File: src/loader_pkg.sv
// program loader shared definitions
// bus and register sizes, entry geometry, register map and bus states
`default_nettype none

package loader_pkg;

    // host bus and register file
    localparam int DATA_W       = 32;
    localparam int BUS_ADDR_W   = 5;
    // byte address bits below this select a byte inside a register
    localparam int REG_ADDR_LSB = 2;
    localparam int REG_NUM      = 8;
    localparam int REG_IDX_W    = 3;
    localparam logic [1:0] RESP_OKAY = 2'b00;

    // memory entry geometry
    localparam int ENTRY_W         = 128;
    localparam int WORDS_PER_ENTRY = 4;
    localparam int WORD_CNT_W      = 2;
    // only the low bits of the address register reach the memory
    localparam int MEM_ADDR_W      = 16;

    // word queue between register writes and the packer
    localparam int FIFO_DEPTH = 8;
    localparam int FIFO_PTR_W = 3;

    // register map, indices 6 and 7 are plain storage
    typedef enum logic [REG_IDX_W-1:0] {
        REG_PUSH_FULL = 3'd0,
        REG_MEM_ADDR  = 3'd1,
        REG_PROG_SIZE = 3'd2,
        REG_ENTRY_CNT = 3'd3,
        REG_EMPTY     = 3'd4,
        REG_POP_CNT   = 3'd5
    } reg_offset_e;

    // write channel states, one transfer in flight
    typedef enum logic [1:0] {
        WR_IDLE,
        WR_ACCEPT,
        WR_RESP
    } wr_state_e;

    // read channel states
    typedef enum logic [1:0] {
        RD_IDLE,
        RD_ACCEPT,
        RD_DATA
    } rd_state_e;

endpackage

`default_nettype wire

File: src/axil_slave_ctrl.sv
// axi4-lite slave channel control for the loader registers
// turns bus transfers into single-cycle register write and read strobes
`default_nettype none
`timescale 1ns/1ps

module axil_slave_ctrl (
    input  wire logic                                clk,
    input  wire logic                                rst_n,
    // write address and data channels
    input  wire logic [loader_pkg::BUS_ADDR_W-1:0]   awaddr,
    input  wire logic                                awvalid,
    output logic                                     awready,
    input  wire logic [loader_pkg::DATA_W-1:0]       wdata,
    input  wire logic                                wvalid,
    output logic                                     wready,
    // write response channel
    output logic                                     bvalid,
    output logic [1:0]                               bresp,
    input  wire logic                                bready,
    // read address and data channels
    input  wire logic [loader_pkg::BUS_ADDR_W-1:0]   araddr,
    input  wire logic                                arvalid,
    output logic                                     arready,
    output logic                                     rvalid,
    output logic [loader_pkg::DATA_W-1:0]            rdata,
    output logic [1:0]                               rresp,
    input  wire logic                                rready,
    // register file side
    output logic                                     reg_wr_en,
    output logic [loader_pkg::REG_IDX_W-1:0]         reg_wr_idx,
    output logic [loader_pkg::DATA_W-1:0]            reg_wr_data,
    output logic [loader_pkg::REG_IDX_W-1:0]         reg_rd_idx,
    input  wire logic [loader_pkg::DATA_W-1:0]       reg_rd_data
);
    import loader_pkg::*;

    wr_state_e wr_state;
    rd_state_e rd_state;

    // write channel fsm
    // idle waits for address and data together, accept is the handshake cycle,
    // resp holds bvalid until the host takes it
    always_ff @(posedge clk)
    begin
        if (!rst_n)
        begin
            wr_state <= WR_IDLE;
        end
        else
        begin
            case (wr_state)
                WR_IDLE:
                begin
                    if (awvalid && wvalid)
                    begin
                        wr_state <= WR_ACCEPT;
                    end
                end
                WR_ACCEPT:
                begin
                    wr_state <= WR_RESP;
                end
                WR_RESP:
                begin
                    if (bready)
                    begin
                        wr_state <= WR_IDLE;
                    end
                end
                default:
                begin
                    wr_state <= WR_IDLE;
                end
            endcase
        end
    end

    // capture register index and data while the host holds them valid
    always_ff @(posedge clk)
    begin
        if (wr_state == WR_IDLE && awvalid && wvalid)
        begin
            reg_wr_idx  <= awaddr[BUS_ADDR_W-1:REG_ADDR_LSB];
            reg_wr_data <= wdata;
        end
    end

    // ready pair and register strobe share the accept cycle
    assign awready   = (wr_state == WR_ACCEPT);
    assign wready    = (wr_state == WR_ACCEPT);
    assign reg_wr_en = (wr_state == WR_ACCEPT);
    assign bvalid    = (wr_state == WR_RESP);
    // always okay, no error responses in this block
    assign bresp     = RESP_OKAY;

    // read channel fsm
    always_ff @(posedge clk)
    begin
        if (!rst_n)
        begin
            rd_state <= RD_IDLE;
        end
        else
        begin
            case (rd_state)
                RD_IDLE:
                begin
                    if (arvalid)
                    begin
                        rd_state <= RD_ACCEPT;
                    end
                end
                RD_ACCEPT:
                begin
                    rd_state <= RD_DATA;
                end
                RD_DATA:
                begin
                    if (rready)
                    begin
                        rd_state <= RD_IDLE;
                    end
                end
                default:
                begin
                    rd_state <= RD_IDLE;
                end
            endcase
        end
    end

    // latch the read index, the register mux sees it during accept
    always_ff @(posedge clk)
    begin
        if (rd_state == RD_IDLE && arvalid)
        begin
            reg_rd_idx <= araddr[BUS_ADDR_W-1:REG_ADDR_LSB];
        end
    end

    // data is sampled once and stays put while rvalid waits on rready
    always_ff @(posedge clk)
    begin
        if (rd_state == RD_ACCEPT)
        begin
            rdata <= reg_rd_data;
        end
    end

    assign arready = (rd_state == RD_ACCEPT);
    assign rvalid  = (rd_state == RD_DATA);
    assign rresp   = RESP_OKAY;

    // a response may only be withdrawn after the host took it
    a_bvalid_hold: assert property (@(posedge clk) disable iff (!rst_n)
        bvalid && !bready |=> bvalid);
    a_rvalid_hold: assert property (@(posedge clk) disable iff (!rst_n)
        rvalid && !rready |=> rvalid && $stable(rdata));

endmodule

`default_nettype wire

File: src/loader_regs.sv
// loader host register file
// storage with reset values, status read mux and push decode
`default_nettype none
`timescale 1ns/1ps

module loader_regs (
    input  wire logic                                clk,
    input  wire logic                                rst_n,
    // bus side strobes
    input  wire logic                                reg_wr_en,
    input  wire logic [loader_pkg::REG_IDX_W-1:0]    reg_wr_idx,
    input  wire logic [loader_pkg::DATA_W-1:0]       reg_wr_data,
    input  wire logic [loader_pkg::REG_IDX_W-1:0]    reg_rd_idx,
    output logic [loader_pkg::DATA_W-1:0]            reg_rd_data,
    // status from the datapath
    input  wire logic                                full,
    input  wire logic                                empty,
    input  wire logic [loader_pkg::DATA_W-1:0]       entry_cnt,
    input  wire logic [loader_pkg::WORD_CNT_W-1:0]   pop_cnt,
    // to the queue and the packer
    output logic                                     push,
    output logic [loader_pkg::DATA_W-1:0]            push_data,
    output logic [loader_pkg::DATA_W-1:0]            mem_addr_reg,
    output logic [loader_pkg::DATA_W-1:0]            prog_size
);
    import loader_pkg::*;

    logic [DATA_W-1:0] regs [REG_NUM];

    // program size starts at all ones so done stays low until it is set
    always_ff @(posedge clk)
    begin
        if (!rst_n)
        begin
            for (int i = 0; i < REG_NUM; i++)
            begin
                if (i == REG_PROG_SIZE)
                begin
                    regs[i] <= '1;
                end
                else
                begin
                    regs[i] <= '0;
                end
            end
        end
        else if (reg_wr_en)
        begin
            regs[reg_wr_idx] <= reg_wr_data;
        end
    end

    // status slots hide whatever was stored there
    always_comb
    begin
        case (reg_rd_idx)
            REG_PUSH_FULL:
            begin
                reg_rd_data = {{(DATA_W-1){1'b0}}, full};
            end
            REG_ENTRY_CNT:
            begin
                reg_rd_data = entry_cnt;
            end
            REG_EMPTY:
            begin
                reg_rd_data = {{(DATA_W-1){1'b0}}, empty};
            end
            REG_POP_CNT:
            begin
                reg_rd_data = {{(DATA_W-WORD_CNT_W){1'b0}}, pop_cnt};
            end
            default:
            begin
                reg_rd_data = regs[reg_rd_idx];
            end
        endcase
    end

    // push follows the write strobe by one cycle
    always_ff @(posedge clk)
    begin
        if (!rst_n)
        begin
            push <= 1'b0;
        end
        else
        begin
            push <= reg_wr_en && (reg_wr_idx == REG_PUSH_FULL);
        end
    end

    // word payload, only meaningful while push is high
    always_ff @(posedge clk)
    begin
        push_data <= reg_wr_data;
    end

    assign mem_addr_reg = regs[REG_MEM_ADDR];
    assign prog_size    = regs[REG_PROG_SIZE];

endmodule

`default_nettype wire

File: src/push_fifo.sv
// word queue from the register write side to the entry packer
`default_nettype none
`timescale 1ns/1ps

module push_fifo (
    input  wire logic                                clk,
    input  wire logic                                rst_n,
    input  wire logic                                push,
    input  wire logic [loader_pkg::DATA_W-1:0]       push_data,
    input  wire logic                                pop,
    output logic                                     full,
    output logic                                     empty,
    output logic [loader_pkg::DATA_W-1:0]            head_data
);
    import loader_pkg::*;

    logic [DATA_W-1:0]     mem [FIFO_DEPTH];
    logic [FIFO_PTR_W-1:0] wr_ptr;
    logic [FIFO_PTR_W-1:0] rd_ptr;
    // one extra bit so a full queue is distinct from an empty one
    logic [FIFO_PTR_W:0]   count;
    logic                  do_push;
    logic                  do_pop;

    // a push into a full queue is dropped
    assign do_push = push && !full;
    assign do_pop  = pop && !empty;

    always_ff @(posedge clk)
    begin
        if (do_push)
        begin
            mem[wr_ptr] <= push_data;
        end
    end

    // pointers wrap on their own since the depth is a power of two
    always_ff @(posedge clk)
    begin
        if (!rst_n)
        begin
            wr_ptr <= '0;
            rd_ptr <= '0;
            count  <= '0;
        end
        else
        begin
            if (do_push)
            begin
                wr_ptr <= wr_ptr + 1'b1;
            end
            if (do_pop)
            begin
                rd_ptr <= rd_ptr + 1'b1;
            end
            // simultaneous push and pop leave the count alone
            if (do_push && !do_pop)
            begin
                count <= count + 1'b1;
            end
            else if (do_pop && !do_push)
            begin
                count <= count - 1'b1;
            end
        end
    end

    assign full      = (count == (FIFO_PTR_W+1)'(FIFO_DEPTH));
    assign empty     = (count == '0);
    assign head_data = mem[rd_ptr];

    // the packer must only pop a word that is there
    a_no_pop_empty: assert property (@(posedge clk) disable iff (!rst_n)
        pop |-> !empty);

endmodule

`default_nettype wire

File: src/entry_assembler.sv
// entry packer that builds memory entries from queued words
// pulses the memory write per entry, counts entries and raises done
`default_nettype none
`timescale 1ns/1ps

module entry_assembler (
    input  wire logic                                clk,
    input  wire logic                                rst_n,
    input  wire logic                                empty,
    input  wire logic [loader_pkg::DATA_W-1:0]       head_data,
    input  wire logic [loader_pkg::DATA_W-1:0]       prog_size,
    output logic                                     pop,
    output logic [loader_pkg::ENTRY_W-1:0]           memory_data,
    output logic                                     memory_we,
    output logic [loader_pkg::DATA_W-1:0]            entry_cnt,
    output logic [loader_pkg::WORD_CNT_W-1:0]        pop_cnt,
    output logic                                     done
);
    import loader_pkg::*;

    // partial entry of up to three words that enter at the low end
    logic [ENTRY_W-DATA_W-1:0] shift_data;
    logic                      last_word;

    // drain the queue as fast as it fills
    assign pop       = !empty;
    assign last_word = pop && (pop_cnt == WORD_CNT_W'(WORDS_PER_ENTRY-1));

    always_ff @(posedge clk)
    begin
        if (pop)
        begin
            shift_data <= {shift_data[ENTRY_W-2*DATA_W-1:0], head_data};
        end
        // finished entry is captured so it holds until the next strobe
        if (last_word)
        begin
            memory_data <= {shift_data, head_data};
        end
    end

    always_ff @(posedge clk)
    begin
        if (!rst_n)
        begin
            pop_cnt   <= '0;
            memory_we <= 1'b0;
            entry_cnt <= '0;
        end
        else
        begin
            // wrap after the last word of an entry
            if (last_word)
            begin
                pop_cnt <= '0;
            end
            else if (pop)
            begin
                pop_cnt <= pop_cnt + 1'b1;
            end
            memory_we <= last_word;
            if (last_word)
            begin
                entry_cnt <= entry_cnt + 1'b1;
            end
        end
    end

    // sticky until reset
    always_ff @(posedge clk)
    begin
        if (!rst_n)
        begin
            done <= 1'b0;
        end
        else if (entry_cnt >= prog_size)
        begin
            done <= 1'b1;
        end
    end

    // four pops per entry so strobes are never adjacent
    a_we_single: assert property (@(posedge clk) disable iff (!rst_n)
        memory_we |=> !memory_we);

endmodule

`default_nettype wire

File: src/program_loader_top.sv
// program loader top level
// axi4-lite host registers feeding a word queue and a memory entry packer
`default_nettype none
`timescale 1ns/1ps

module program_loader_top (
    input  wire logic                                clk,
    input  wire logic                                rst_n,
    // axi4-lite slave port
    input  wire logic [loader_pkg::BUS_ADDR_W-1:0]   awaddr,
    input  wire logic                                awvalid,
    output logic                                     awready,
    input  wire logic [loader_pkg::DATA_W-1:0]       wdata,
    input  wire logic                                wvalid,
    output logic                                     wready,
    output logic                                     bvalid,
    output logic [1:0]                               bresp,
    input  wire logic                                bready,
    input  wire logic [loader_pkg::BUS_ADDR_W-1:0]   araddr,
    input  wire logic                                arvalid,
    output logic                                     arready,
    output logic                                     rvalid,
    output logic [loader_pkg::DATA_W-1:0]            rdata,
    output logic [1:0]                               rresp,
    input  wire logic                                rready,
    // program memory write port
    output logic [loader_pkg::MEM_ADDR_W-1:0]        memory_addr,
    output logic [loader_pkg::ENTRY_W-1:0]           memory_data,
    output logic                                     memory_we,
    output logic                                     done
);
    import loader_pkg::*;

    // register strobes
    logic                  reg_wr_en;
    logic [REG_IDX_W-1:0]  reg_wr_idx;
    logic [DATA_W-1:0]     reg_wr_data;
    logic [REG_IDX_W-1:0]  reg_rd_idx;
    logic [DATA_W-1:0]     reg_rd_data;
    // queue and packer
    logic                  push;
    logic [DATA_W-1:0]     push_data;
    logic                  pop;
    logic                  full;
    logic                  empty;
    logic [DATA_W-1:0]     head_data;
    logic [DATA_W-1:0]     mem_addr_reg;
    logic [DATA_W-1:0]     prog_size;
    logic [DATA_W-1:0]     entry_cnt;
    logic [WORD_CNT_W-1:0] pop_cnt;

    axil_slave_ctrl axil_slave_ctrl_i (
        .clk, .rst_n,
        .awaddr, .awvalid, .awready, .wdata, .wvalid, .wready,
        .bvalid, .bresp, .bready,
        .araddr, .arvalid, .arready, .rvalid, .rdata, .rresp, .rready,
        .reg_wr_en, .reg_wr_idx, .reg_wr_data, .reg_rd_idx, .reg_rd_data
    );

    loader_regs loader_regs_i (
        .clk, .rst_n,
        .reg_wr_en, .reg_wr_idx, .reg_wr_data, .reg_rd_idx, .reg_rd_data,
        .full, .empty, .entry_cnt, .pop_cnt,
        .push, .push_data, .mem_addr_reg, .prog_size
    );

    push_fifo push_fifo_i (
        .clk, .rst_n, .push, .push_data, .pop, .full, .empty, .head_data
    );

    entry_assembler entry_assembler_i (
        .clk, .rst_n, .empty, .head_data, .prog_size,
        .pop, .memory_data, .memory_we, .entry_cnt, .pop_cnt, .done
    );

    // memory sees only the low address bits
    assign memory_addr = mem_addr_reg[MEM_ADDR_W-1:0];

endmodule

`default_nettype wire

File: config.mk
export PLATFORM = sky130hd
export DESIGN_NAME = program_loader_top
export DESIGN_NICKNAME = d
export VERILOG_FILES = /design/src/loader_pkg.sv /design/src/axil_slave_ctrl.sv /design/src/loader_regs.sv /design/src/push_fifo.sv /design/src/entry_assembler.sv /design/src/program_loader_top.sv
export SDC_FILE = /design/constraint.sdc
export NUM_CORES = 1
export LEC_CHECK = 0
export ABC_CLOCK_PERIOD_IN_PS = 4150
export BUFFER_PORTS_ARGS = -buffer_cell sky130_fd_sc_hd__clkbuf_2
export CORE_MARGIN = 2
export CORE_UTILIZATION = 54
export CTS_CLUSTER_SIZE = 40
export DETAILED_ROUTE_END_ITERATION = 8
export PLACE_DENSITY = 0.75
export SETUP_SLACK_MARGIN = 0.15
export SLEW_MARGIN = 20
export SYNTH_ARGS = -nofsm -noshare
export SYNTH_HDL_FRONTEND = slang
export SYNTH_SLANG_ARGS = --single-unit
File: constraint.sdc
create_clock -name clk -period 4.15 [get_ports clk]
set_clock_uncertainty 0.15 [all_clocks]
set_input_delay 0.415 -clock clk [delete_from_list [all_inputs] [get_ports clk]]
set_output_delay 0.415 -clock clk [all_outputs]
set_load 0.02 [all_outputs]
== Word-level counts from Yosys, hierarchy flattened ==
Memory sizes are Yosys's and may differ from the RTL's. A register that Yosys moved wholly into a read port is not among the register bits.
Cells that the tools add are included.

* $add $sub $neg: 6
* Multipliers: 0
* Divide/modulo/power cells: 0
* Magnitude comparators: 1
* Equal/unequal tests: 13
* Shifts and indexed selects: 0
* Mux-type cells: 21
* Bitwise logic cells: 1
* Reduce and logical (&&, ||, !) cells: 22

{| class="wikitable"
|+ Operators with widths
! kind !! number
|-
| 32-bit one-hot mux with 4 select lines || 1
|-
| 32-bit by 1-bit adder with 32-bit output (second input constant) || 1
|-
| 32-bit greater-or-equal comparator || 1
|-
| 32-bit two-way mux || 1
|-
| 32-bit OR reduction || 1
|-
| 3-bit two-way mux || 4
|-
| 2-bit one-hot mux with 3 select lines || 2
|-
| 1-bit logical AND || 9
|-
| 2-bit two-way mux || 4
|-
| 4-bit two-way mux || 2
|-
| 1-bit two-way mux || 7
|-
| 3-bit by 1-bit adder with 3-bit output (second input constant) || 2
|-
| 2-bit equality test (second input constant) || 3
|-
| 3-bit equality test (second input constant) || 2
|-
| 3-bit logical NOT || 2
|-
| 2-bit by 1-bit != test with 1-bit output (second input constant) || 3
|-
| 4-bit by 1-bit adder with 4-bit output (second input constant) || 1
|-
| 2-bit by 1-bit equality test with 1-bit output (second input constant) || 2
|-
| 4-bit equality test (second input constant) || 1
|-
| 2-bit logical NOT || 2
|-
| 4-bit logical NOT || 1
|-
| 2-bit AND reduction || 2
|-
| 4-bit by 1-bit subtractor with 4-bit output (second input constant) || 1
|-
| 3-bit by 2-bit equality test with 1-bit output (second input constant) || 1
|-
| 6 further kinds || 8
|}

* Register bits after elaboration: 377
* Latch bits: 0
* Memory bits (writable): 512
* ROM bits: 0
* Input bits: 49
* Output and inout bits: 187
* Word-level logic and storage cells: 83
* Memories kept: 2

{| class="wikitable"
|+ Memory list
! name !! words !! bits a word !! rd ports !! clocked after memory_dff !! wr ports !! line !! source
|-
| loader_regs_i.regs || 8 || 32 || 3 || 1 || 8 || loader_regs.sv:28 || <nowiki>logic [DATA_W-1:0] regs [REG_NUM];</nowiki>
|-
| push_fifo_i.mem || 8 || 32 || 1 || 1 || 1 || push_fifo.sv:17 || <nowiki>logic [DATA_W-1:0] mem [FIFO_DEPTH];</nowiki>
|}

== Logic depth before layout (Yosys ltp) ==
Gate-level depths: netlist (run 1).

* Depth after elaboration: 7
* Mapped depth: 12
* Gate-level depth less buffers: 11

== Modules after synthesis ==
From an unflattened synthesis (run 1), not the netlist that was laid out.

* Cells, all modules: 1568
* Area, all modules: 28742.6 µm²

{| class="wikitable"
|+ By module, submodules not included
! module !! instances !! cells an instance !! area each (µm²) !! sequential area each (µm²)
|-
| push_fifo || 1 || 443 || 10457.5 || 7947.6
|-
| entry_assembler || 1 || 519 || 9142.5 || 7447.1
|-
| loader_regs || 1 || 513 || 6815.3 || 4504.3
|-
| axil_slave_ctrl || 1 || 93 || 2327.2 || 2182.1
|}

== Worst setup path after synthesis (run 1) ==
Ideal clock, no wire load.

* Path kind: reg2reg
* From: register push_fifo_i.count[1]
* To: memory push_fifo_i.mem[0][0], enable pin
* Library setup time: 0.501 ns
* Arrival time: 3.790 ns
* Required time: 3.499 ns
* Path slack: -0.292 ns
* Stages on the path, launching flop included: 4
* Path buffers: 0
* Clock period less this slack: 4.442 ns
* Cell sequence: dfxtp_1 or4b_2 nand2_1 nor4_1

* Word-level cells in the longest chain between the ends: 5

{| class="wikitable"
|+ RTL lines
! what !! line !! source
|-
| start, declared || push_fifo.sv:21 || <nowiki>logic [FIFO_PTR_W:0] count;</nowiki>
|-
| start signal, assigned || push_fifo.sv:59 || <nowiki>count <= count + 1'b1;</nowiki>
|-
| start signal, assigned || push_fifo.sv:63 || <nowiki>count <= count - 1'b1;</nowiki>
|-
| 4-bit equality test || push_fifo.sv:68 || <nowiki>assign full = (count == (FIFO_PTR_W+1)'(FIFO_DEPTH));</nowiki>
|-
| 1-bit logical NOT || push_fifo.sv:26 || <nowiki>assign do_push = push && !full;</nowiki>
|-
| 1-bit logical AND || push_fifo.sv:26 ||
|-
| 1-bit two-way mux || push_fifo.sv:31 || <nowiki>if (do_push)</nowiki>
|-
| 1-bit two-way mux (not written as such) || push_fifo.sv:33 || <nowiki>mem[wr_ptr] <= push_data;</nowiki>
|-
| end, declared || push_fifo.sv:17 ||
|}

Every way passes these cells.

== Final worst setup path (run 1) ==
* From: register push_fifo_i.count[0]
* To: register push_fifo_i.count[3]

* Word-level cells in the longest chain between the ends: 6
* Elaborated cells between the ends (all ways): 13
* Classes of those cells: 2 x add/sub; 1 x eq/ne; 2 x mux; 8 x reduce/logical

{| class="wikitable"
|+ RTL lines
! what !! line !! source
|-
| 4-bit equality test * || push_fifo.sv:68 ||
|-
| 1-bit logical NOT * || push_fifo.sv:26 ||
|-
| 1-bit logical AND * || push_fifo.sv:26 ||
|-
| named net push_fifo_i.do_push || push_fifo.sv:22 || <nowiki>logic do_push;</nowiki>
|-
| 1-bit logical NOT || push_fifo.sv:61 || <nowiki>else if (do_pop && !do_push)</nowiki>
|-
| 1-bit logical AND || push_fifo.sv:61 ||
|-
| 2-bit nonzero test (no line) || -- ||
|}

Mark *: on every way through the listed nets, which the timed path passes. The rest lies on a longest branch. The select of a mux whose other input is x is not followed.
A chain may end at the register's enable or synchronous reset.

==> results by group, run 1 <==
Logic synthesis
  • Xor/xnor share of the synthesized area: 0.007102
  • Synth top area share: 0.7009
  • Synth Area in Simple Gates: 0.07740
  • Ys Warns: 0
  • Seq/Total Area, Yosys: 0.7525
  • Adder-Cell Fraction of Synth Area: 0.01413
  • Mux cell area share after synthesis: 0.1039
  • Compound-Gate Fraction of Synth Area: 0.02489
  • Synth Cell Area: 34530 sq um
  • Synth Instances: 1908
  • Mean Syn Cell Area: 18.10 sq um
  • EDFF count, synth: 806
  • FF+latch count, synth: 895
  • Post-synth top flop: edfxtp_1
  • Netlist cell types: 50
  • Synth area leaders: edfxtp_1 70%, mux4_2 8.3%, dfxtp_1 5.2%
  • Largest family of logic cells by synthesized area: multiplexers
  • Async set or reset register ratio after synthesis: 0
  • Dominant cell type by area after synthesis: edfxtp_1

Global route
  • Global-route wire length before repair: 110100 um
  • Largest net degree at the start of global routing: 129
  • Total congestion overflow: 0
  • Vias in the first global route: 18200
  • Initial antenna violation count: 2
  • Total GRT Usage: 0.2248

Clock tree
  • Worst skew pair latency: 0.64 ns
  • Setup Fix Bufs, Post-CTS: 0
  • Htree depth: 3
  • Clk sinks: 895
  • # hold bufs at CTS: 42
  • Num CTS Buffers: 88
  • Root buf cell: clkbuf_16
  • Worst-path clk slew: 0.06 ns
  • Clock Path Buffers: 3
  • Number of gates resized after CTS: 0
  • CTS tree: yes

Floorplanning
  • Initial Util: 0.5464
  • Row count: 92
  • IO Pins: 236
  • Core area: 63200 sq um
  • Die area: 65980 sq um
  • Chip width: 256.9 um
  • Die span in y: 256.9 um

Detailed routing
  • Routed wire length: 73820 um
  • Wirelength per Cell: 23.59 um
  • DR iter-0 viols: 1736
  • DR vias/cell: 5.718
  • Vias: 17890
  • Post-route DRC violation count: 0
  • Drt pass-1 iters: 5
  • ANT nets after route: 0

Place
  • DP Area: 36790 sq um
  • Post-DP HPWL: 45290 um
  • DP Worst Slack: 0.8255 ns
  • GPL Wtd Cong: 0.8320
  • I/O Buffers: 227

Worst setup path
  • Critical path peak fanout: 7
  • Endpoint type of the worst setup path: register
  • Worst path required time: 4.56 ns
  • Critical Path AT: 3.81 ns
  • CP Class: reg2reg
  • Worst setup SP type: register

STA
  • Setup TNS Final: 0 ns
  • Final Max Tran Viols: 0
  • Worst-margin pin slew: 1.112 ns
  • Final min period: 3.395 ns
  • Unrepaired setup endpoints after global routing: false
  • Slew margin rel.: 0.2585
  • Final setup fails: 0
  • Period utilization: 0.8181
  • Final hold vios: 0
  • Fmax: 294.5 MHz
  • Post-route worst setup slack: 0.7547 ns

Pwr
  • PwrDens: 555.8 nW/um^2
  • VDD IR-drop max: 0.0003373 V
  • Pleak: 14.51 nW

Cells and area
  • Nets: 2296
  • Design Area, Final: 40190 sq um
  • Synth-to-layout area growth: 16.40%
  • Share of layout cells above drive strength 1: 0.2796
  • Filler cells: 4268

Job
  • Number of max-cap violations: 0

Outcome
  • Outcome: finished, final reports clean

Min path
  • HP Class: in2reg
==> Yosys cell counts, drive strengths merged, types with 10 or more instances <==
| master | number |
|---|---|
| buf | 50 |
| o21ai | 17 |
| and2 | 200 |
| mux2i | 32 |
| a21oi | 32 |
| clkbuf | 63 |
| xor2 | 16 |
| nor3 | 11 |
| nand2 | 71 |
| and3 | 40 |
| xnor2 | 12 |
| ha | 39 |
| o31ai | 33 |
| nand2b | 10 |
| o211ai | 30 |
| inv | 43 |
| nand4 | 14 |
| mux4 | 128 |
| nand3 | 18 |
| or2 | 32 |
| mux2 | 34 |
| edfxtp | 806 |
| nor2 | 40 |
| dfxtp | 89 |
==> power by group <==
group	leakage, nW	internal [mW]	switching, mW
registers	8.34	11.2	0.579
logic	4.74	1.10	1.43
clock network	1.42	4.68	3.38
total	14.5	17.0	5.38
==> metal layers <==
layer	routed length, um	up-vias	GRT usage	part of all wire
met4	2616	0	0.08834	0.035
met3	4130	144	0.03497	0.056
li1	-	7954	-	-
met1	28810	9143	0.2873	0.39
met5	0	-	0	0
met2	38260	652	0.3890	0.52
==> cell type report <==
cell class                 count  area [sq um]  area share
antenna                        1         2.502  0.00006226
inverter                      43         167.7    0.004171
multi-input combinational    860          7966      0.1982
tap                          846          1059     0.02634
clock inverter                59         676.9     0.01684
timing repair buffer         320          2027     0.05043
sequential                   895         26000      0.6468
clock buffer                 105          2296     0.05712
==> critical path, stage by stage (launching register included) <==
cell and delay [ns]:
dfxtp_1 0.41, or4b_2 0.75, nand2_1 0.29, inv_1 0.18
ha_1 0.27, inv_1 0.09, ha_1 0.26, a21o_1 0.20
a21oi_1 0.17, xnor2_1 0.10, or3_1 0.31, a21oi_1 0.14
==> worst paths after layout <==
kind	startpoint	end	slack (ns)	depth (start not counted)
max reg2reg	push_fifo_i.count[0]	push_fifo_i.count[3]	0.75	11
min	arvalid	axil_slave_ctrl_i.reg_rd_idx[0]	0.09	2
max	push_fifo_i.count[0]	push_fifo_i.count[3]	0.75	11
min reg2reg	entry_assembler_i.shift_data[66]	entry_assembler_i.memory_data[98]	0.26	0
==> state kept, by name, summed over array words and instances (netlist names), 3 cells and up, named ones only <==
name and flops:
loader_regs_i.regs 256, push_fifo_i.mem 256, entry_assembler_i.memory_data 128, entry_assembler_i.shift_data 96, axil_slave_ctrl_i.rdata 32, axil_slave_ctrl_i.reg_wr_data 32, entry_assembler_i.entry_cnt 32, loader_regs_i.push_data 32
push_fifo_i.count 4, axil_slave_ctrl_i.reg_rd_idx 3, axil_slave_ctrl_i.reg_wr_idx 3, push_fifo_i.rd_ptr 3, push_fifo_i.wr_ptr 3
==> stage by stage <==
stage,hold slack (ns),total power [mW],cells,utilization
detailed placement,0.2554,14.48,2922,0.5822
floorplan,0.2503,13.54,1911,-
global placement,0.2507,14.34,2922,0.5822
finish,0.09438,22.34,3129,0.6360
global route,0.09503,23.16,3128,0.6360
CTS,0.1123,22.56,3128,0.6359
==> placed cells by master (no fill, tap or decap), types with 16 or more instances in the layout <==
master         netlist  layout
o211ai_1            30      30
o21ai_0             17      17
xor2_1              16      16
clkinv_1             0      16
and3_1              40      40
nand2_1             71      71
dfxtp_1             89      83
clkbuf_2             0     227
a21oi_1             32      32
ha_1                39      39
o31ai_1             33      33
mux2i_1             32      32
nand3_1             16      16
and2_1             200     200
clkbuf_16            0      88
dlygate4sd3_1        0      42
mux4_2             128     128
inv_1               41      40
mux2_2              34      34
buf_4               22      44
or2_2               32      32
edfxtp_1           806     806
nor2_1              40      37
==> kinds of logic after synthesis <==
logic type	after synthesis
flip-flops	895
AND/OR/NAND/NOR	468
multiplexers	194
buffers and inverters	156
AO/OA/AOI/OAI	127
adder cells (fa/ha/maj)	39
XOR/XNOR	28
other	1
No activity file was read; power rests on OpenSTA's default activity.
==> run 2: changes to the inputs <==
--- a/config.mk
+++ b/config.mk
@@ -5,7 +5,7 @@
 export SDC_FILE = /design/constraint.sdc
 export NUM_CORES = 1
 export LEC_CHECK = 0
-export ABC_CLOCK_PERIOD_IN_PS = 4150
+export ABC_CLOCK_PERIOD_IN_PS = 2800
 export BUFFER_PORTS_ARGS = -buffer_cell sky130_fd_sc_hd__clkbuf_2
 export CORE_MARGIN = 2
 export CORE_UTILIZATION = 54
==> constraint.sdc (replaced) <==
create_clock -name clk -period 2.8 [get_ports clk]
set_clock_uncertainty 0.15 [all_clocks]
set_input_delay 0.28 -clock clk [delete_from_list [all_inputs] [get_ports clk]]
set_output_delay 0.28 -clock clk [all_outputs]
set_load 0.02 [all_outputs]
==> run 2 against run 1 <==
Effect of this change: die area unchanged; maximum frequency grew 29%; non-clock buffer count is 48 higher; register-to-register slack got worse by 0.58 ns; sequential power rose by 46%; cell count increased by 1.3%; largest cell class unchanged; largest power group unchanged.
==> results by group, run 2 (synthesis gave the netlist of run 1 again) <==
Floorplanning
  • Chip width: 256.9 um (unchanged)
  • Initial Util: 0.5464 (unchanged)
  • IO Pins: 236 (unchanged)
  • Core area: 63200 sq um (unchanged)
  • Die area: 65980 sq um (unchanged)
  • Die span in y: 256.9 um (unchanged)
  • Row count: 92 (unchanged)

Worst setup path
  • Worst setup SP type: register
  • R2r setup slk: 0.17 ns (-0.58 ns)
  • Worst path required time: 3.20 ns (-1.36 ns)
  • Reg2reg end: push_fifo_i.count[3]
  • Critical path peak fanout: 2 (-5)
  • Critical Path AT: 3.03 ns (-0.78 ns)
  • CP Class: reg2reg
  • Endpoint type of the worst setup path: register
  • Worst R2R Path Depth: 11 (unchanged)
  • Worst r2r src: push_fifo_i.count[0]
  • Crit. Startpoint: push_fifo_i.count[0]

Pwr
  • Combinational share of power: 0.129 (+0.016)
  • Seq pwr share: 0.515 (-0.011)
  • VDD IR-drop max: 0.0007022 V (+110%)
  • Sw Share: 0.2385 (-0.002438)
  • Pleak: 14.79 nW (+1.9%)
  • PwrDens: 820.6 nW/um^2 (+48%)
  • Clock power share: 0.356 (-0.005)
  • Cell internal pwr: 25.48 mW (+50%)
  • Psw: 7.979 mW (+48%)
  • Power, Total: 33.46 mW (+50%)

Min path
  • Worst Hold Depth: 2 (unchanged)
  • Hold_sp: rst_n
  • Worst Hold End: entry_assembler_i.entry_cnt[7]
  • HP Class: in2reg

STA
  • Setup TNS Final: 0 ns (unchanged)
  • Slew margin rel.: 0.4981 (+0.2396)
  • Period utilization: 0.9386 (+0.1204)
  • Post-route worst setup slack: 0.1720 ns (-0.5827 ns)
  • Worst hold slack: 0.04472 ns (-0.04966 ns)
  • Worst-margin pin slew: 0.7503 ns (-0.3620 ns)
  • Unrepaired setup endpoints after global routing: true
  • Fmax: 380.5 MHz (+29%)
  • Final min period: 2.628 ns (-0.7673 ns)
  • Final hold vios: 0 (unchanged)
  • Final setup fails: 0 (unchanged)
  • Final Max Tran Viols: 0 (unchanged)

Detailed routing
  • Wirelength per Cell: 23.81 um (+0.91%)
  • DR iter-0 viols: 1606 (-7.5%)
  • ANT nets after route: 0 (unchanged)
  • Routed wire length: 75460 um (+2.2%)
  • Vias: 18230 (+1.9%)
  • Post-route DRC violation count: 0 (unchanged)
  • DR vias/cell: 5.749 (+0.54%)
  • Drt pass-1 iters: 5 (unchanged)

Place
  • I/O Buffers: 227 (unchanged)
  • GPL Wtd Cong: 0.8277 (-0.52%)
  • DP Worst Slack: -0.04216 ns (-0.8676 ns)
  • Post-DP HPWL: 46200 um (+2.0%)

Global route
  • Vias in the first global route: 18380 (+0.99%)
  • Total congestion overflow: 0 (unchanged)
  • Total GRT Usage: 0.2283 (+0.003520)
  • Initial antenna violation count: 4 (+2)
  • Global-route wire length before repair: 112100 um (+1.8%)
  • Largest net degree at the start of global routing: 86 (-33%)

Cells and area
  • Filler cells: 4212 (-1.3%)
  • Synth-to-layout area growth: 18.09%
  • Largest regs: loader_regs_i.regs x256, push_fifo_i.mem x256, entry_assembler_i.memory_data x128
  • Area of the multi-input gates: 8051 sq um (+1.1%)
  • Nets: 2342 (+2.0%)
  • Core Util, Final: 0.6452 (+0.009246)
  • Share of layout cells above drive strength 1: 0.2953 (+0.01573)
  • FF+latch area: 26000 sq um (about the same)
  • Most frequent cells in the layout: 806 x edfxtp_1, 227 x clkbuf_2, 200 x and2_1
  • Most common cell after layout, fill and taps aside: edfxtp_1

Clock tree
  • Worst-path clk slew: 0.06 ns (about the same)
  • Clk sinks: 895 (unchanged)
  • Worst skew pair latency: 0.65 ns (about the same)
  • Htree depth: 3 (unchanged)
  • Root buf cell: clkbuf_16
  • CTS tree: yes
  • Clock Path Buffers: 3 (unchanged)
  • Num CTS Buffers: 86 (-2.3%)

Job
  • Number of max-cap violations: 0 (unchanged)

Outcome
  • Outcome: finished, final reports clean
## run 2: cell types whose count changed in the layout (fill, tap and decap cells not counted), sizes merged
cell and delta:
clkinvlp -6, clkinv -13, dlygate4sd3 +1, clkbuf +14, inv -2, buf +47
## run 2: worst max path at each step
| stage | to | slack, ns |
|---|---|---|
| 3_5_place_dp | push_fifo_i.count[3] | -0.04 |
| 3_3_place_gp | push_fifo_i.count[3] | -0.007 |
| 4_1_cts | push_fifo_i.count[3] | 0.17 |
| 6_report | push_fifo_i.count[3] | 0.17 |
| 2_1_floorplan | entry_assembler_i.entry_cnt[4] | -1.0 |
| 5_1_grt | push_fifo_i.count[3] | 0.11 |
## run 2: cell type report
class                      count  share of cell area
antenna                        1          0.00006137
clock buffer                 119             0.05885
clock inverter                38             0.01322
inverter                      43            0.004234
multi-input combinational    860              0.1975
sequential                   895              0.6376
tap                          846             0.02596
timing repair buffer         368             0.06260
## run 2: power by group through the flow
stage	registers [mW]	logic [mW]	clock network [mW]
2_1_floorplan	17.4	2.67	0
3_3_place_gp	17.4	4.11	0
3_5_place_dp	17.5	4.21	0
4_1_cts	17.3	4.32	12.1
5_1_grt	17.4	4.63	12.6
6_report	17.2	4.32	11.9
## run 2: what timing repair did
item	in CTS	in global routing
gates resized for setup	2	11
gates cloned	0	0
buffers inserted	0	2
pin swaps	3	7
endpoints found under the hold margin	44	0
hold buffers	43	0
setup endpoints to repair	1	1
## run 2: through the flow
stage | instance area, sq um | cells
after global routing | 40770 | 3169
after CTS | 40710 | 3167
after floorplan | 34610 | 1911
after detailed placement | 37330 | 2967
final | 40780 | 3170
after global placement | 37330 | 2967
## run 2: per-layer routing
layer,track usage,part of all wire
met1,0.2981,0.39
met2,0.3869,0.51
met3,0.03448,0.061
met4,0.09448,0.037
met5,0,0.00015
## run 2: critical path, stage by stage (launching register included)
cell     delay (ns)
dfxtp_2        0.31
or4b_4         0.56
nand2_4        0.10
inv_4          0.04
ha_4           0.16
inv_4          0.06
ha_4           0.19
a21o_1         0.19
a21oi_2        0.16
xnor2_2        0.10
or3_4          0.38
a21oi_2        0.15
==> run 3: changes to the inputs <==
==> constraint.sdc (replaced) <==
create_clock -name clk -period 2.8 [get_ports clk]
set_clock_uncertainty 0.15 [all_clocks]
set_input_delay 0.28 -clock clk [delete_from_list [all_inputs] [get_ports clk]]
set_output_delay 0.28 -clock clk [all_outputs]
set_load 0.05 [all_outputs]
==> run 3 against run 2 <==
Effect of this change: first-iteration DRC count up 3.1%; core utilization up 0.29 points; critical path depth unchanged; via count down 0.44%; clock power up 5%; global-route usage up 0.27 points; maximum frequency down 2.8%; cell count up 0.22%; register-to-register slack worse by 0.08 ns; sequential power about the same; sequential share of layout area down 0.29 points; non-clock buffer count up 1; critical path type unchanged; critical endpoint unchanged; highest routed layer is now met4.
==> results by group, run 3 (synthesis gave the netlist of run 1 again) <==
Cells and area
  • Filler cells: 4175 (-0.88%)
  • ANT cells: 0 (-1)
  • Most frequent cells in the layout: 806 x edfxtp_1, 227 x clkbuf_2, 200 x and2_1
  • Final Non-Filler Cells: 3177 (+0.22%)
  • Largest regs: loader_regs_i.regs x256, push_fifo_i.mem x256, entry_assembler_i.memory_data x128
  • Nets: 2346 (+0.17%)
  • Synth-to-layout area growth: 18.63%
  • Most common cell after layout, fill and taps aside: edfxtp_1
  • Share of layout cells above drive strength 1: 0.3012 (+0.005851)

STA
  • Worst-margin pin slew: 0.7482 ns (-0.002115 ns)
  • Slew margin rel.: 0.4995 (+0.001415)
  • Final Max Tran Viols: 0 (unchanged)
  • Final min period: 2.703 ns (+0.07525 ns)
  • Final setup fails: 0 (unchanged)
  • Unrepaired setup endpoints after global routing: true
  • Final hold vios: 0 (unchanged)
  • Post-route worst setup slack: 0.09673 ns (-0.07526 ns)
  • Fmax: 369.9 MHz (-2.8%)
  • Period utilization: 0.9655 (+0.02688)

Job
  • Number of max-cap violations: 0 (unchanged)

Detailed routing
  • DR iter-0 viols: 1655 (+3.1%)
  • Routed length on met1: 29330 um (-0.16%)
  • ANT nets after route: 0 (unchanged)
  • Wirelength per Cell: 23.80 um (about the same)
  • Met3 routed WL: 4710 um (+3.1%)
  • Drt pass-1 iters: 5 (unchanged)
  • Met2 Wirelength: 38950 um (+0.64%)
  • DR vias/cell: 5.711 (-0.66%)
  • Vias: 18150 (-0.44%)
  • Highest metal used: met4
  • Post-route DRC violation count: 0 (unchanged)
  • Routed wire length: 75600 um (+0.18%)

Worst setup path
  • Worst R2R Path Depth: 11 (unchanged)
  • Worst setup SP type: register
  • Worst path required time: 3.21 ns (about the same)
  • Critical Path AT: 3.11 ns (+0.08 ns)
  • CP Class: reg2reg
  • Critical path peak fanout: 2 (unchanged)
  • Worst r2r src: push_fifo_i.count[1]
  • Reg2reg end: push_fifo_i.count[3]
  • R2r setup slk: 0.1 ns (-0.08 ns)
  • Endpoint type of the worst setup path: register

Place
  • GPL Wtd Cong: 0.8393 (+1.4%)
  • Post-DP HPWL: 46380 um (+0.38%)
  • DP Worst Slack: -0.1907 ns (-0.1485 ns)
  • I/O Buffers: 227 (unchanged)
  • Placed insts: 2964 (-0.10%)

Pwr
  • VDD IR-drop max: 0.0007640 V (+8.8%)
  • Power, Total: 34.46 mW (+3.0%)
  • Pleak: 14.89 nW (+0.66%)
  • PwrDens: 841.3 nW/um^2 (+2.5%)

Global route
  • Initial antenna violation count: 2 (-2)
  • Largest net degree at the start of global routing: 101 (+17%)
  • Total GRT Usage: 0.2310 (+0.002666)
  • Vias in the first global route: 18560 (+1.0%)
  • Total congestion overflow: 0 (unchanged)
  • Global-route wire length before repair: 113300 um (+1.1%)

Min path
  • Worst Hold Depth: 4 (+2)
  • HP Class: in2reg
  • Hold_sp: rst_n
  • Worst Hold End: entry_assembler_i.entry_cnt[24]

Clock tree
  • Clock Path Buffers: 3 (unchanged)
  • Num CTS Buffers: 89 (+3.5%)
  • Clk sinks: 895 (unchanged)
  • Root buf cell: clkbuf_16
  • Htree depth: 3 (unchanged)
  • Worst-path clk slew: 0.06 ns (about the same)
  • CTS tree: yes
  • Worst skew pair latency: 0.64 ns (about the same)

Outcome
  • Outcome: finished, final reports clean

Floorplanning
  • Chip width: 256.9 um (unchanged)
  • Initial Util: 0.5464 (unchanged)
  • Die area: 65980 sq um (unchanged)
  • Row count: 92 (unchanged)
  • IO Pins: 236 (unchanged)
  • Core area: 63200 sq um (unchanged)
  • Die span in y: 256.9 um (unchanged)
[run 3: cell types whose count changed in the layout (fill, tap and decap cells not counted), sizes merged]
cell	change
buf	+1
bufinv	+3
clkbuf	-5
clkinv	+4
clkinvlp	+2
diode	-1
inv	+3
[run 3: timing repair]
action | 4_1_cts | 5_1_grt
pin swaps | 4 | 9
hold buffers | 43 | 0
gates resized for setup | 6 | 6
setup endpoints to repair | 1 | 62
hold endpoints to repair | 47 | 0
buffers inserted | 0 | 6
[run 3: how the worst max path moves through the flow]
stage          slack (ns)                        endpoint                 start  cells past startpoint
2_1_floorplan        -1.0  entry_assembler_i.entry_cnt[4]  push_fifo_i.count[3]                      5
3_3_place_gp       -0.009            push_fifo_i.count[3]  push_fifo_i.count[0]                     11
3_5_place_dp        -0.19            push_fifo_i.count[3]  push_fifo_i.count[0]                     11
4_1_cts              0.16            push_fifo_i.count[3]  push_fifo_i.count[0]                     11
5_1_grt              0.03            push_fifo_i.count[3]  push_fifo_i.count[1]                     11
6_report              0.1            push_fifo_i.count[3]  push_fifo_i.count[1]                     11
[run 3: layout make-up]
class	instances	area (sq um)	share of cell area
Inverter	43	172.7	0.004215
Clock buffer	114	2445	0.05969
Sequential cell	895	26000	0.6347
Multi-Input combinational cell	860	8050	0.1965
Timing Repair Buffer	369	2585	0.06311
Tap cell	846	1059	0.02584
Clock inverter	50	651.9	0.01591
[run 3: stage by stage]
stage / utilization / area (sq um) / TNS, ns / hold WS (ns)
3_5_place_dp: 0.5908 / 37340 / -0.1907 / 0.2545
2_1_floorplan: - / 34610 / -127.89 / 0.2289
5_1_grt: 0.6482 / 40960 / 0 / 0.1249
4_1_cts: 0.6470 / 40890 / 0 / 0.08938
3_3_place_gp: 0.5908 / 37340 / -0.008963 / 0.2516
6_report: 0.6482 / 40960 / 0 / 0.1420
[run 3: critical path: stages (launching register included)]
cell and delay [ns]:
dfxtp_2 0.31, or4b_4 0.55, nand2_4 0.10, inv_4 0.04, ha_4 0.16, inv_4 0.05, ha_4 0.19, a21o_1 0.21
a21oi_2 0.22, xnor2_2 0.11, or3_4 0.39, a21oi_2 0.14
[run 3: report_power, final]
group | internal (mW) | switching [mW]
Clock | 7.49 | 4.97
Sequential | 16.6 | 0.682
Combinational | 1.92 | 2.84
[run 3: layer usage]
metal / vias to the layer above / GRT usage
met3: 123 / 0.03320
met5: - / 0
met2: 704 / 0.3961
met4: 0 / 0.09092
met1: 9252 / 0.3004
li1: 8066 / -
